[config.mk]
export PLATFORM = sky130hd
export DESIGN_NAME = mmu_region_top
export DESIGN_NICKNAME = d
export VERILOG_FILES = /design/src/mmu_pkg.sv /design/src/mmu_if.sv /design/src/tlb_store.sv /design/src/tlb_lock.sv /design/src/xlat_fsm.sv /design/src/dma_splitter.sv /design/src/xfer_credits.sv /design/src/mmu_region_top.sv
export VERILOG_INCLUDE_DIRS = /design/src /design/src/src
export SDC_FILE = /design/constraint.sdc
export NUM_CORES = 2
export LEC_CHECK = 0
export BUFFER_PORTS_ARGS = -buffer_cell sky130_fd_sc_hd__buf_2
export CAP_MARGIN = 10
export CORE_UTILIZATION = 50
export DETAILED_ROUTE_END_ITERATION = 16
export GPL_TIMING_DRIVEN = 0
export PLACE_DENSITY = 0.65
export SYNTH_ARGS = -nofsm -noshare
export SYNTH_HDL_FRONTEND = slang
export SYNTH_SLANG_ARGS = --single-unit
[constraint.sdc]
create_clock -name aclk -period 9.95 [get_ports aclk]
set_input_delay 0.995 -clock aclk [delete_from_list [all_inputs] [get_ports aclk]]
set_output_delay 0.995 -clock aclk [all_outputs]
set_load 0.05 [all_outputs]
[src/mmu_config.svh]
/*
 * MMU region parameters
 * Address, page, TLB, length and pid widths, DMA command size, credit count
 */
`ifndef MMU_CONFIG_SVH
`define MMU_CONFIG_SVH

// Address widths
`define MMU_VADDR_BITS 32
`define MMU_PADDR_BITS 32

// 4 KiB pages
`define MMU_PG_BITS 12

// Direct-mapped TLB with 16 entries
`define MMU_TLB_ORDER 4

// Request fields
`define MMU_PID_BITS 6
`define MMU_LEN_BITS 16

// Largest single DMA command in bytes
`define MMU_XFER_BYTES 256

// Commands in flight per direction
`define MMU_N_CREDITS 4

`endif

[src/mmu_pkg.sv]
/*
 * MMU types
 * Address, length, pid and TLB field vectors, translation FSM states
 */
`default_nettype none

`include "mmu_config.svh"

package mmu_pkg;

  // Request fields
  typedef logic [`MMU_VADDR_BITS-1:0] vaddr_t;
  typedef logic [`MMU_PADDR_BITS-1:0] paddr_t;
  typedef logic [`MMU_LEN_BITS-1:0]   len_t;
  typedef logic [`MMU_PID_BITS-1:0]   pid_t;

  // Physical page number
  typedef logic [`MMU_PADDR_BITS-`MMU_PG_BITS-1:0] ppn_t;

  // TLB index from the low virtual page bits, tag from the rest
  typedef logic [`MMU_TLB_ORDER-1:0] tlb_idx_t;
  typedef logic [`MMU_VADDR_BITS-`MMU_PG_BITS-`MMU_TLB_ORDER-1:0] tlb_tag_t;

  // Translation FSM
  typedef enum logic [2:0] {
    ST_IDLE,
    ST_LOOKUP,
    ST_WAIT,
    ST_ISSUE,
    ST_FAULT,
    ST_UNLOCK
  } xlat_state_t;

endpackage

`default_nettype wire

[src/mmu_if.sv]
/*
 * DMA request interface, used before and after translation
 * TLB lookup interface between FSMs, lock and store
 */
`timescale 1ns/100ps
`default_nettype none

interface dma_req_if import mmu_pkg::*; ();
  logic   valid;
  logic   ready;
  // Virtual or physical, both 32 bits wide
  vaddr_t addr;
  len_t   len;
  pid_t   pid;

  modport src (
    output valid, addr, len, pid,
    input  ready
  );

  modport dst (
    input  valid, addr, len, pid,
    output ready
  );
endinterface

interface tlb_lookup_if import mmu_pkg::*; ();
  logic   valid;
  vaddr_t vaddr;
  pid_t   pid;
  // Result one cycle after valid
  logic   hit;
  ppn_t   ppn;

  modport client (
    output valid, vaddr, pid,
    input  hit, ppn
  );

  modport server (
    input  valid, vaddr, pid,
    output hit, ppn
  );
endinterface

`default_nettype wire

[src/tlb_store.sv]
/*
 * Direct-mapped TLB
 * One fill strobe port, one lookup port with registered hit and ppn
 */
`timescale 1ns/100ps
`default_nettype none

`include "mmu_config.svh"

module tlb_store import mmu_pkg::*; (
  input  logic         aclk,
  input  logic         aresetn,
  input  logic         fill_valid,
  input  vaddr_t       fill_vaddr,
  input  pid_t         fill_pid,
  input  ppn_t         fill_ppn,
  input  logic         fill_entry_valid,
  tlb_lookup_if.server lookup
);

  localparam int unsigned N_ENTRIES = 1 << `MMU_TLB_ORDER;
  localparam int unsigned TAG_LSB = `MMU_PG_BITS + `MMU_TLB_ORDER;

  // Entry arrays, only the valid bits are cleared
  logic [N_ENTRIES-1:0] ent_valid;
  tlb_tag_t             ent_tag [N_ENTRIES];
  pid_t                 ent_pid [N_ENTRIES];
  ppn_t                 ent_ppn [N_ENTRIES];

  tlb_idx_t fill_idx;
  tlb_tag_t fill_tag;
  tlb_idx_t look_idx;
  tlb_tag_t look_tag;

  assign fill_idx = fill_vaddr[`MMU_PG_BITS +: `MMU_TLB_ORDER];
  assign fill_tag = fill_vaddr[`MMU_VADDR_BITS-1:TAG_LSB];
  assign look_idx = lookup.vaddr[`MMU_PG_BITS +: `MMU_TLB_ORDER];
  assign look_tag = lookup.vaddr[`MMU_VADDR_BITS-1:TAG_LSB];

  // ----------------------------------------
  // Fill
  // ----------------------------------------
  always_ff @(posedge aclk) begin
    if (!aresetn) begin
      ent_valid <= '0;
    end else if (fill_valid) begin
      // Clearing the bit invalidates the entry
      ent_valid[fill_idx] <= fill_entry_valid;
    end
  end

  always_ff @(posedge aclk) begin
    if (fill_valid) begin
      ent_tag[fill_idx] <= fill_tag;
      ent_pid[fill_idx] <= fill_pid;
      ent_ppn[fill_idx] <= fill_ppn;
    end
  end

  // ----------------------------------------
  // Lookup
  // ----------------------------------------
  // Reads the old entry when a fill lands on the same cycle
  always_ff @(posedge aclk) begin
    if (!aresetn) begin
      lookup.hit <= 1'b0;
    end else begin
      lookup.hit <= lookup.valid && ent_valid[look_idx] &&
                    (ent_tag[look_idx] == look_tag) && (ent_pid[look_idx] == lookup.pid);
    end
  end

  always_ff @(posedge aclk) begin
    if (lookup.valid) begin
      lookup.ppn <= ent_ppn[look_idx];
    end
  end

  // Owner's address must be settled whenever it looks up
  a_lookup_known: assert property (@(posedge aclk) disable iff (!aresetn)
    lookup.valid |-> !$isunknown(lookup.vaddr));

endmodule

`default_nettype wire

[src/tlb_lock.sv]
/*
 * Two-owner lock over the shared TLB
 * Steers the owner's lookup to the store, result goes to both
 */
`timescale 1ns/100ps
`default_nettype none

module tlb_lock (
  input  logic         aclk,
  input  logic         aresetn,
  input  logic         rd_lock,
  input  logic         wr_lock,
  input  logic         rd_unlock,
  input  logic         wr_unlock,
  output logic         rd_grant,
  output logic         wr_grant,
  tlb_lookup_if.server rd_tlb,
  tlb_lookup_if.server wr_tlb,
  tlb_lookup_if.client tlb
);

  // Bit 0 free, bit 1 selects the write owner
  localparam logic [1:0] LOCK_FREE = 2'b01;
  localparam logic [1:0] LOCK_RD   = 2'b00;
  localparam logic [1:0] LOCK_WR   = 2'b10;

  logic [1:0] mutex;

  always_ff @(posedge aclk) begin
    if (!aresetn) begin
      mutex <= LOCK_FREE;
    end else if (mutex == LOCK_FREE) begin
      // Read side wins a tie
      if (rd_lock) begin
        mutex <= LOCK_RD;
      end else if (wr_lock) begin
        mutex <= LOCK_WR;
      end
    end else if ((mutex == LOCK_RD && rd_unlock) || (mutex == LOCK_WR && wr_unlock)) begin
      mutex <= LOCK_FREE;
    end
  end

  assign rd_grant = (mutex == LOCK_RD);
  assign wr_grant = (mutex == LOCK_WR);

  // Only the owner reaches the store
  assign tlb.valid = (rd_grant && rd_tlb.valid) || (wr_grant && wr_tlb.valid);
  assign tlb.vaddr = wr_grant ? wr_tlb.vaddr : rd_tlb.vaddr;
  assign tlb.pid   = wr_grant ? wr_tlb.pid : rd_tlb.pid;

  // Broadcast, the idle side ignores it
  assign rd_tlb.hit = tlb.hit;
  assign rd_tlb.ppn = tlb.ppn;
  assign wr_tlb.hit = tlb.hit;
  assign wr_tlb.ppn = tlb.ppn;

  // Only the current owner gives the lock back
  a_rd_unlock_owner: assert property (@(posedge aclk) disable iff (!aresetn)
    rd_unlock |-> rd_grant);
  a_wr_unlock_owner: assert property (@(posedge aclk) disable iff (!aresetn)
    wr_unlock |-> wr_grant);

endmodule

`default_nettype wire

[src/xlat_fsm.sv]
/*
 * Per-direction translation FSM
 * Page walk under the TLB lock, page-fault handshake, one run per page
 */
`timescale 1ns/100ps
`default_nettype none

`include "mmu_config.svh"

module xlat_fsm import mmu_pkg::*; (
  input  logic         aclk,
  input  logic         aresetn,
  dma_req_if.dst       req,
  tlb_lookup_if.client tlb,
  output logic         lock,
  output logic         unlock,
  input  logic         grant,
  output logic         pfault,
  output vaddr_t       pfault_vaddr,
  input  logic         pfault_ack,
  dma_req_if.src       run
);

  localparam int unsigned PG_SIZE = 1 << `MMU_PG_BITS;

  xlat_state_t state;
  xlat_state_t state_nxt;

  // Walk position
  vaddr_t cur_vaddr;
  len_t   remaining;
  pid_t   cur_pid;

  // Run being offered
  paddr_t run_paddr;
  len_t   run_len;

  len_t   to_page_end;
  logic   last_run;

  assign to_page_end = len_t'(PG_SIZE) - len_t'(cur_vaddr[`MMU_PG_BITS-1:0]);
  assign last_run    = (run_len == remaining);

  // ----------------------------------------
  // Next state
  // ----------------------------------------
  always_comb begin
    state_nxt = state;
    case (state)
      ST_IDLE: begin
        // Empty requests are dropped
        if (req.valid && req.len != '0) begin
          state_nxt = ST_LOOKUP;
        end
      end
      ST_LOOKUP: begin
        if (grant) begin
          state_nxt = ST_WAIT;
        end
      end
      ST_WAIT: begin
        state_nxt = tlb.hit ? ST_ISSUE : ST_FAULT;
      end
      ST_ISSUE: begin
        if (run.ready) begin
          state_nxt = last_run ? ST_UNLOCK : ST_LOOKUP;
        end
      end
      ST_FAULT: begin
        // Software filled the entry, retry the same page
        if (pfault_ack) begin
          state_nxt = ST_LOOKUP;
        end
      end
      ST_UNLOCK: begin
        state_nxt = ST_IDLE;
      end
      default: begin
        state_nxt = ST_IDLE;
      end
    endcase
  end

  always_ff @(posedge aclk) begin
    if (!aresetn) begin
      state <= ST_IDLE;
    end else begin
      state <= state_nxt;
    end
  end

  // ----------------------------------------
  // Datapath
  // ----------------------------------------
  always_ff @(posedge aclk) begin
    if (state == ST_IDLE && req.valid) begin
      cur_vaddr <= req.addr;
      remaining <= req.len;
      cur_pid   <= req.pid;
    end else if (state == ST_WAIT && tlb.hit) begin
      // Rest of the request, capped at the page end
      run_paddr <= {tlb.ppn, cur_vaddr[`MMU_PG_BITS-1:0]};
      run_len   <= (remaining < to_page_end) ? remaining : to_page_end;
    end else if (state == ST_ISSUE && run.ready) begin
      cur_vaddr <= cur_vaddr + vaddr_t'(run_len);
      remaining <= remaining - run_len;
    end
  end

  // Outputs
  assign req.ready = (state == ST_IDLE);
  assign lock      = (state == ST_LOOKUP);
  assign unlock    = (state == ST_UNLOCK);

  assign tlb.valid = (state == ST_LOOKUP) && grant;
  assign tlb.vaddr = cur_vaddr;
  assign tlb.pid   = cur_pid;

  // Fault reports the page base
  assign pfault       = (state == ST_FAULT);
  assign pfault_vaddr = {cur_vaddr[`MMU_VADDR_BITS-1:`MMU_PG_BITS], {`MMU_PG_BITS{1'b0}}};

  assign run.valid = (state == ST_ISSUE);
  assign run.addr  = run_paddr;
  assign run.len   = run_len;
  assign run.pid   = cur_pid;

  // Software acknowledges only a raised fault
  a_ack_in_fault: assert property (@(posedge aclk) disable iff (!aresetn)
    pfault_ack |-> pfault);

endmodule

`default_nettype wire

[src/dma_splitter.sv]
/*
 * Run splitter
 * Cuts a physical run into commands that never cross a transfer boundary
 */
`timescale 1ns/100ps
`default_nettype none

`include "mmu_config.svh"

module dma_splitter import mmu_pkg::*; (
  input  logic   aclk,
  input  logic   aresetn,
  dma_req_if.dst run,
  dma_req_if.src cmd
);

  localparam int unsigned XFER_BITS = $clog2(`MMU_XFER_BYTES);

  logic   busy;
  paddr_t cur_addr;
  len_t   remaining;
  pid_t   cur_pid;

  // Bytes up to the next transfer-aligned address
  len_t   to_bound;
  len_t   cmd_len;
  logic   cmd_fire;

  assign to_bound = len_t'(`MMU_XFER_BYTES) - len_t'(cur_addr[XFER_BITS-1:0]);
  assign cmd_len  = (remaining < to_bound) ? remaining : to_bound;
  assign cmd_fire = cmd.valid && cmd.ready;

  // One run at a time
  assign run.ready = !busy;

  always_ff @(posedge aclk) begin
    if (!aresetn) begin
      busy <= 1'b0;
    end else if (run.valid && run.ready) begin
      busy <= 1'b1;
    end else if (cmd_fire && cmd_len == remaining) begin
      // Last piece leaves
      busy <= 1'b0;
    end
  end

  always_ff @(posedge aclk) begin
    if (run.valid && run.ready) begin
      cur_addr  <= run.addr;
      remaining <= run.len;
      cur_pid   <= run.pid;
    end else if (cmd_fire) begin
      cur_addr  <= cur_addr + paddr_t'(cmd_len);
      remaining <= remaining - cmd_len;
    end
  end

  // Held register doubles as the output stage
  assign cmd.valid = busy;
  assign cmd.addr  = cur_addr;
  assign cmd.len   = cmd_len;
  assign cmd.pid   = cur_pid;

endmodule

`default_nettype wire

[src/xfer_credits.sv]
/*
 * Credit stage
 * Registered output slot, commands in flight capped until xfer returns
 */
`timescale 1ns/100ps
`default_nettype none

`include "mmu_config.svh"

module xfer_credits import mmu_pkg::*; (
  input  logic   aclk,
  input  logic   aresetn,
  dma_req_if.dst cmd_in,
  dma_req_if.src cmd_out,
  input  logic   xfer
);

  localparam int unsigned CRED_BITS = $clog2(`MMU_N_CREDITS + 1);

  logic [CRED_BITS-1:0] credits;

  logic   out_valid;
  paddr_t out_addr;
  len_t   out_len;
  pid_t   out_pid;

  logic   in_fire;
  logic   out_fire;

  assign out_fire = out_valid && cmd_out.ready;
  assign in_fire  = cmd_in.valid && cmd_in.ready;

  // A full slot already holds one credit
  assign cmd_in.ready = out_valid ? (cmd_out.ready && credits > CRED_BITS'(1))
                                  : (credits != '0);

  // ----------------------------------------
  // Credit count
  // ----------------------------------------
  always_ff @(posedge aclk) begin
    if (!aresetn) begin
      credits <= CRED_BITS'(`MMU_N_CREDITS);
    end else begin
      case ({out_fire, xfer})
        2'b10:   credits <= credits - 1'b1;
        2'b01:   credits <= credits + 1'b1;
        default: credits <= credits;
      endcase
    end
  end

  // Output slot
  always_ff @(posedge aclk) begin
    if (!aresetn) begin
      out_valid <= 1'b0;
    end else if (in_fire) begin
      out_valid <= 1'b1;
    end else if (out_fire) begin
      out_valid <= 1'b0;
    end
  end

  always_ff @(posedge aclk) begin
    if (in_fire) begin
      out_addr <= cmd_in.addr;
      out_len  <= cmd_in.len;
      out_pid  <= cmd_in.pid;
    end
  end

  assign cmd_out.valid = out_valid;
  assign cmd_out.addr  = out_addr;
  assign cmd_out.len   = out_len;
  assign cmd_out.pid   = out_pid;

  // More xfer pulses than commands sent would overflow
  a_credit_max: assert property (@(posedge aclk) disable iff (!aresetn)
    credits <= CRED_BITS'(`MMU_N_CREDITS));

endmodule

`default_nettype wire

[src/mmu_region_top.sv]
/*
 * MMU region top level
 * Shared TLB and lock, per-direction translation, splitter and credit stages
 */
`timescale 1ns/100ps
`default_nettype none

module mmu_region_top import mmu_pkg::*; (
  input  logic   aclk,
  input  logic   aresetn,
  // User requests
  input  logic   rd_req_valid,
  output logic   rd_req_ready,
  input  vaddr_t rd_req_vaddr,
  input  len_t   rd_req_len,
  input  pid_t   rd_req_pid,
  input  logic   wr_req_valid,
  output logic   wr_req_ready,
  input  vaddr_t wr_req_vaddr,
  input  len_t   wr_req_len,
  input  pid_t   wr_req_pid,
  // TLB fill
  input  logic   fill_valid,
  input  vaddr_t fill_vaddr,
  input  pid_t   fill_pid,
  input  ppn_t   fill_ppn,
  input  logic   fill_entry_valid,
  // Page faults
  output logic   rd_pfault,
  output vaddr_t rd_pfault_vaddr,
  input  logic   rd_pfault_ack,
  output logic   wr_pfault,
  output vaddr_t wr_pfault_vaddr,
  input  logic   wr_pfault_ack,
  // DMA commands and transfer returns
  output logic   rd_dma_valid,
  input  logic   rd_dma_ready,
  output paddr_t rd_dma_paddr,
  output len_t   rd_dma_len,
  input  logic   rd_xfer,
  output logic   wr_dma_valid,
  input  logic   wr_dma_ready,
  output paddr_t wr_dma_paddr,
  output len_t   wr_dma_len,
  input  logic   wr_xfer
);

  logic rd_lock;
  logic wr_lock;
  logic rd_unlock;
  logic wr_unlock;
  logic rd_grant;
  logic wr_grant;

  tlb_lookup_if rd_tlb ();
  tlb_lookup_if wr_tlb ();
  tlb_lookup_if tlb ();

  // Request, run, command and output stages per direction
  dma_req_if rd_req ();
  dma_req_if rd_run ();
  dma_req_if rd_cmd ();
  dma_req_if rd_dma ();
  dma_req_if wr_req ();
  dma_req_if wr_run ();
  dma_req_if wr_cmd ();
  dma_req_if wr_dma ();

  // ----------------------------------------
  // Port packing
  // ----------------------------------------
  assign rd_req.valid = rd_req_valid;
  assign rd_req.addr  = rd_req_vaddr;
  assign rd_req.len   = rd_req_len;
  assign rd_req.pid   = rd_req_pid;
  assign rd_req_ready = rd_req.ready;
  assign wr_req.valid = wr_req_valid;
  assign wr_req.addr  = wr_req_vaddr;
  assign wr_req.len   = wr_req_len;
  assign wr_req.pid   = wr_req_pid;
  assign wr_req_ready = wr_req.ready;

  assign rd_dma_valid = rd_dma.valid;
  assign rd_dma_paddr = rd_dma.addr;
  assign rd_dma_len   = rd_dma.len;
  assign rd_dma.ready = rd_dma_ready;
  assign wr_dma_valid = wr_dma.valid;
  assign wr_dma_paddr = wr_dma.addr;
  assign wr_dma_len   = wr_dma.len;
  assign wr_dma.ready = wr_dma_ready;

  // ----------------------------------------
  // Shared TLB
  // ----------------------------------------
  tlb_store u_tlb (
    .aclk, .aresetn, .fill_valid, .fill_vaddr, .fill_pid, .fill_ppn, .fill_entry_valid,
    .lookup(tlb)
  );

  tlb_lock u_lock (
    .aclk, .aresetn, .rd_lock, .wr_lock, .rd_unlock, .wr_unlock, .rd_grant, .wr_grant,
    .rd_tlb, .wr_tlb, .tlb
  );

  // ----------------------------------------
  // Direction pipelines
  // ----------------------------------------
  xlat_fsm u_rd_xlat (
    .aclk, .aresetn, .req(rd_req), .tlb(rd_tlb), .lock(rd_lock), .unlock(rd_unlock),
    .grant(rd_grant), .pfault(rd_pfault), .pfault_vaddr(rd_pfault_vaddr),
    .pfault_ack(rd_pfault_ack), .run(rd_run)
  );

  xlat_fsm u_wr_xlat (
    .aclk, .aresetn, .req(wr_req), .tlb(wr_tlb), .lock(wr_lock), .unlock(wr_unlock),
    .grant(wr_grant), .pfault(wr_pfault), .pfault_vaddr(wr_pfault_vaddr),
    .pfault_ack(wr_pfault_ack), .run(wr_run)
  );

  dma_splitter u_rd_split (.aclk, .aresetn, .run(rd_run), .cmd(rd_cmd));
  dma_splitter u_wr_split (.aclk, .aresetn, .run(wr_run), .cmd(wr_cmd));

  xfer_credits u_rd_cred (.aclk, .aresetn, .cmd_in(rd_cmd), .cmd_out(rd_dma), .xfer(rd_xfer));
  xfer_credits u_wr_cred (.aclk, .aresetn, .cmd_in(wr_cmd), .cmd_out(wr_dma), .xfer(wr_xfer));

endmodule

`default_nettype wire

==> flow_metrics.tcl <==
set metrics [dict create \
    run_status "complete, no violations" \
    grt_start_max_net_pins 49 \
    tightest_slew_ns 1.23 \
    detailedPlacementHpwl_um 104000 \
    finalNetCount 4636 \
    setup.worst_path.class "reg2reg" \
    synth_top_cells_by_area "edfxtp_1 63%, mux4_2 4.4%, ha_1 4.0%" \
    number_of_enable_type_register_cells_in_the_synthesized_netlist 1088 \
    die_height_um 324 \
    drt-vias-per-instance 5.83 \
    rows 117 \
    yosys_most_used_dff "edfxtp_1" \
    synth.top_cell.area_share 0.630 \
    tritoncts_clock_tree "built" \
    hold_viol 0 \
    post-route-worst-setup-slack_ns 2.60 \
    numCtsBuffers 115 \
    critPathLaunch "u_rd_split.cmd.addr[0]$_DFFE_PP_" \
    fp.dieArea_sq_um 105000 \
    synth_sequential_area_ratio 0.643 \
    setup.worst_path.end_class "flip-flop" \
    layout.cell_area.non_filler_sq_um 60200 \
    timing.rr.end "u_rd_split.cmd.addr[27]$_DFFE_PP_" \
    synthesis.yosys.warnings 0 \
    path_common_cell "a21o_1" \
    floorplan.initialDensity 0.507 \
    gpl.final_weighted_congestion 0.906 \
    regToRegStartpoint "u_rd_split.cmd.addr[0]$_DFFE_PP_" \
    route.vias.total 33500 \
    worstHoldPathType "reg2reg" \
    io_buffers 307 \
    worst_setup_path_start_kind "flip-flop" \
    powerDensity_nw_per_um2 272 \
    worst-path-max-fanout 10 \
    reg2reg_slack_ns 2.60 \
    postPlaceCellArea_sq_um 56500 \
    multi_input_logic_area_sq_um 17200 \
    grt_antenna_before_repair 24 \
    grt.overflow.total 0 \
    setup_repair_after_global_routing_missed_its_margin "no" \
    synth.cell_area_sq_um 51900 \
    synthesis.area_per_instance_sq_um 13.9 \
    reg2regPathDepth 25 \
    drt_pass1_iterations 5 \
    endpoint "u_rd_split.cmd.addr[27]$_DFFE_PP_" \
    yosysTopAreaCell "edfxtp_1" \
    ys_seq_elements 1123 \
    design_power_total_uw 16300 \
    drt_drc_violations_left 0 \
    ant_nets 0 \
    layout-area-overhead-vs-synth_pct 16.0 \
    max_freq_mhz 136 \
    cts_resized 0 \
    cts_sinks 1123 \
    ir_worst_vdd_uv 176 \
    finClkSkew_ns 0.0202 \
    critical_path_cell_count 25 \
    root_buffer "clkbuf_16" \
    setup_total_negative_slack_ns 0 \
    post_cts_hold_buffer_count 0 \
    grt_pass1_vias 32200 \
    post_synth_inst_count 3741 \
    wire_per_inst_um 25.1 \
    cp.required_ns 10.38 \
    timing.critical_path.slowest_cell_delay_ns 0.97 \
    path_clk_slew_ns 0.07 \
    ys_async_sr_fraction 0 \
    crit_path_max_delay_family "compound AO/OA/AOI/OAI gates" \
    yosys.cell_types.count 86 \
    die_x_um 324 \
    detail_route.iter0.violations 3911 \
    cp_data_arrival_time_ns 7.79 \
    path_buf_inv 3 \
    routed_wirelength_um 144000 \
    maxCapViolCount 0 \
    min_period_ns 7.35 \
    critPathSlowestCell "a2111oi_1" \
    place_worst_setup_slack_ns 2.65 \
    ff_latch_area_sq_um 33400 \
    cts.path.max_buffers 3 \
    wire_length_of_the_first_global_routing_pass_um 209000 \
    total_leakage_power_uw 0.0217 \
    worst_slew_margin_rel 0.181 \
    cts_max_level 3 \
    num-fill-cells 7977 \
    drive_gt1_frac 0.191 \
    setup-violations-final 0 \
    grt_use_total 0.274 \
    final_count_of_pins_violating_max_slew 0 \
    finalCritPeriodShare 0.739 \
    ios 344 \
    clk-insertion-delay-late_ns 0.70 \
    core_sq_um 102000 \
    post_cts_buffers 0 \
]
metrics by stage:
step	util	hold slack (ns)	cells
after detailed placement	0.552	0.446	5534
final	0.588	0.464	5749
after CTS	0.588	0.425	5745
after floorplan	-	0.421	3798
after global placement	0.541	0.444	5473
after global routing	0.588	0.449	5748
area by class of cell:
cell class,instances,area share
flip-flops and latches,1123,0.555
well taps,1368,0.0284
clock inverters,64,0.00938
multi-input cells,2347,0.286
plain buffers,203,0.0200
clock buffers,147,0.0505
diodes,2,0.0000832
inverters,125,0.00780
repair buffers,370,0.0433
Yosys cell counts (15+ instances only):
master and n:
edfxtp_1 1088, clkbuf_1 64, nand2_1 471, and3_1 45, nand3_1 58, xor2_1 99
a32o_1 19, nor3_1 53, mux4_2 102, ha_1 165, nor2b_1 36, a21o_1 37
nor2_1 158, nor4_1 24, nand2b_1 41, mux2_2 29, a211oi_1 20, a21boi_0 26
o21a_1 15, o31ai_1 24, a31oi_1 34, a21oi_1 124, xnor2_1 108, buf_4 75
inv_1 124, or3_1 20, buf_2 39, dfxtp_1 35, mux2i_1 152, nand4_1 28
o21ai_0 222
report_power, final:
part           internal [uW]  switching (uW)  leakage [uW]
sequential              5770             401        0.0102
clock                   2380            1820       0.00175
combinational           2230            3740       0.00984
logic make-up after synthesis:
| kind of cell | after synthesis | synth area share |
|---|---|---|
| AND/OR/NAND/NOR | 990 | 0.0879 |
| other | 1 | 0.0000723 |
| flip-flops | 1123 | 0.643 |
| buffers and inverters | 328 | 0.0323 |
| XOR/XNOR | 207 | 0.0349 |
| AO/OA/AOI/OAI | 632 | 0.0773 |
| adder cells (fa/ha/maj) | 173 | 0.0429 |
| multiplexers | 287 | 0.0813 |
cells in the final DEF (no fill, tap or decap), drive strengths merged, types with 102 or more instances in the layout:
cell type  instances
a21oi            125
buf              509
clkbuf           211
edfxtp          1088
ha               165
inv              128
mux2i            154
mux4             102
nand2            471
nor2             162
o21ai            230
xnor2            108
how the worst min path moves through the flow:
| stage | from | to | slack, ns | cells past startpoint |
|---|---|---|---|---|
| after detailed placement | u_wr_split.cmd.addr[10]$_DFFE_PP_ | u_wr_cred.cmd_out.addr[10]$_DFFE_PP_ | 0.45 | 0 |
| after CTS | rd_req_pid[3] | u_rd_xlat.run.pid[3]$_DFFE_PP_ | 0.43 | 1 |
| after global placement | u_wr_split.cmd.addr[9]$_DFFE_PP_ | u_wr_cred.cmd_out.addr[9]$_DFFE_PP_ | 0.44 | 0 |
| final | u_rd_split.cmd.addr[15]$_DFFE_PP_ | u_rd_cred.cmd_out.addr[15]$_DFFE_PP_ | 0.46 | 0 |
| after global routing | rd_req_pid[3] | u_rd_xlat.run.pid[3]$_DFFE_PP_ | 0.45 | 1 |
| after floorplan | u_tlb.lookup.ppn[0]$_DFFE_PP_ | u_rd_xlat.run.addr[12]$_DFFE_PP_ | 0.42 | 0 |
sequential cells by signal, summed over array words and instances (netlist names), 20 cells and up:
signal	cells
u_tlb.ent_ppn	320
u_tlb.ent_tag	256
u_tlb.ent_pid	96
u_rd_cred.cmd_out.addr	32
u_rd_split.cmd.addr	32
u_rd_xlat.run.addr	32
u_rd_xlat.tlb.vaddr	32
u_wr_cred.cmd_out.addr	32
u_wr_split.cmd.addr	32
u_wr_xlat.run.addr	32
u_wr_xlat.tlb.vaddr	32
u_tlb.lookup.ppn	20
per-layer routing:
| layer | up-vias | GRT usage | wire length [um] |
|---|---|---|---|
| met5 | - | 0 | 176 |
| met4 | 30 | 0.0798 | 3700 |
| met3 | 249 | 0.0563 | 14400 |
| met2 | 1629 | 0.422 | 65400 |
| met1 | 16500 | 0.392 | 60700 |
| li1 | 15100 | - | - |
worst reg2reg max path: stages (launching register included):
cell,delay [ns]
edfxtp_1,0.52
inv_1,0.11
ha_1,0.28
xnor2_1,0.27
inv_1,0.08
ha_1,0.27
a21o_1,0.11
a21o_1,0.12
a21o_1,0.12
a21o_1,0.11
a21o_1,0.11
a21oi_1,0.06
o21ai_1,0.56
clkbuf_1,0.61
mux2i_1,0.53
ha_1,0.34
a211o_1,0.25
o211ai_1,0.19
a21oi_1,0.24
o211ai_1,0.35
a21oi_1,0.12
a2111oi_1,0.97
nor2_1,0.27
and4_1,0.30
xnor2_1,0.13
o21ai_1,0.07
Note: power is estimated with default switching activity, not from simulation.
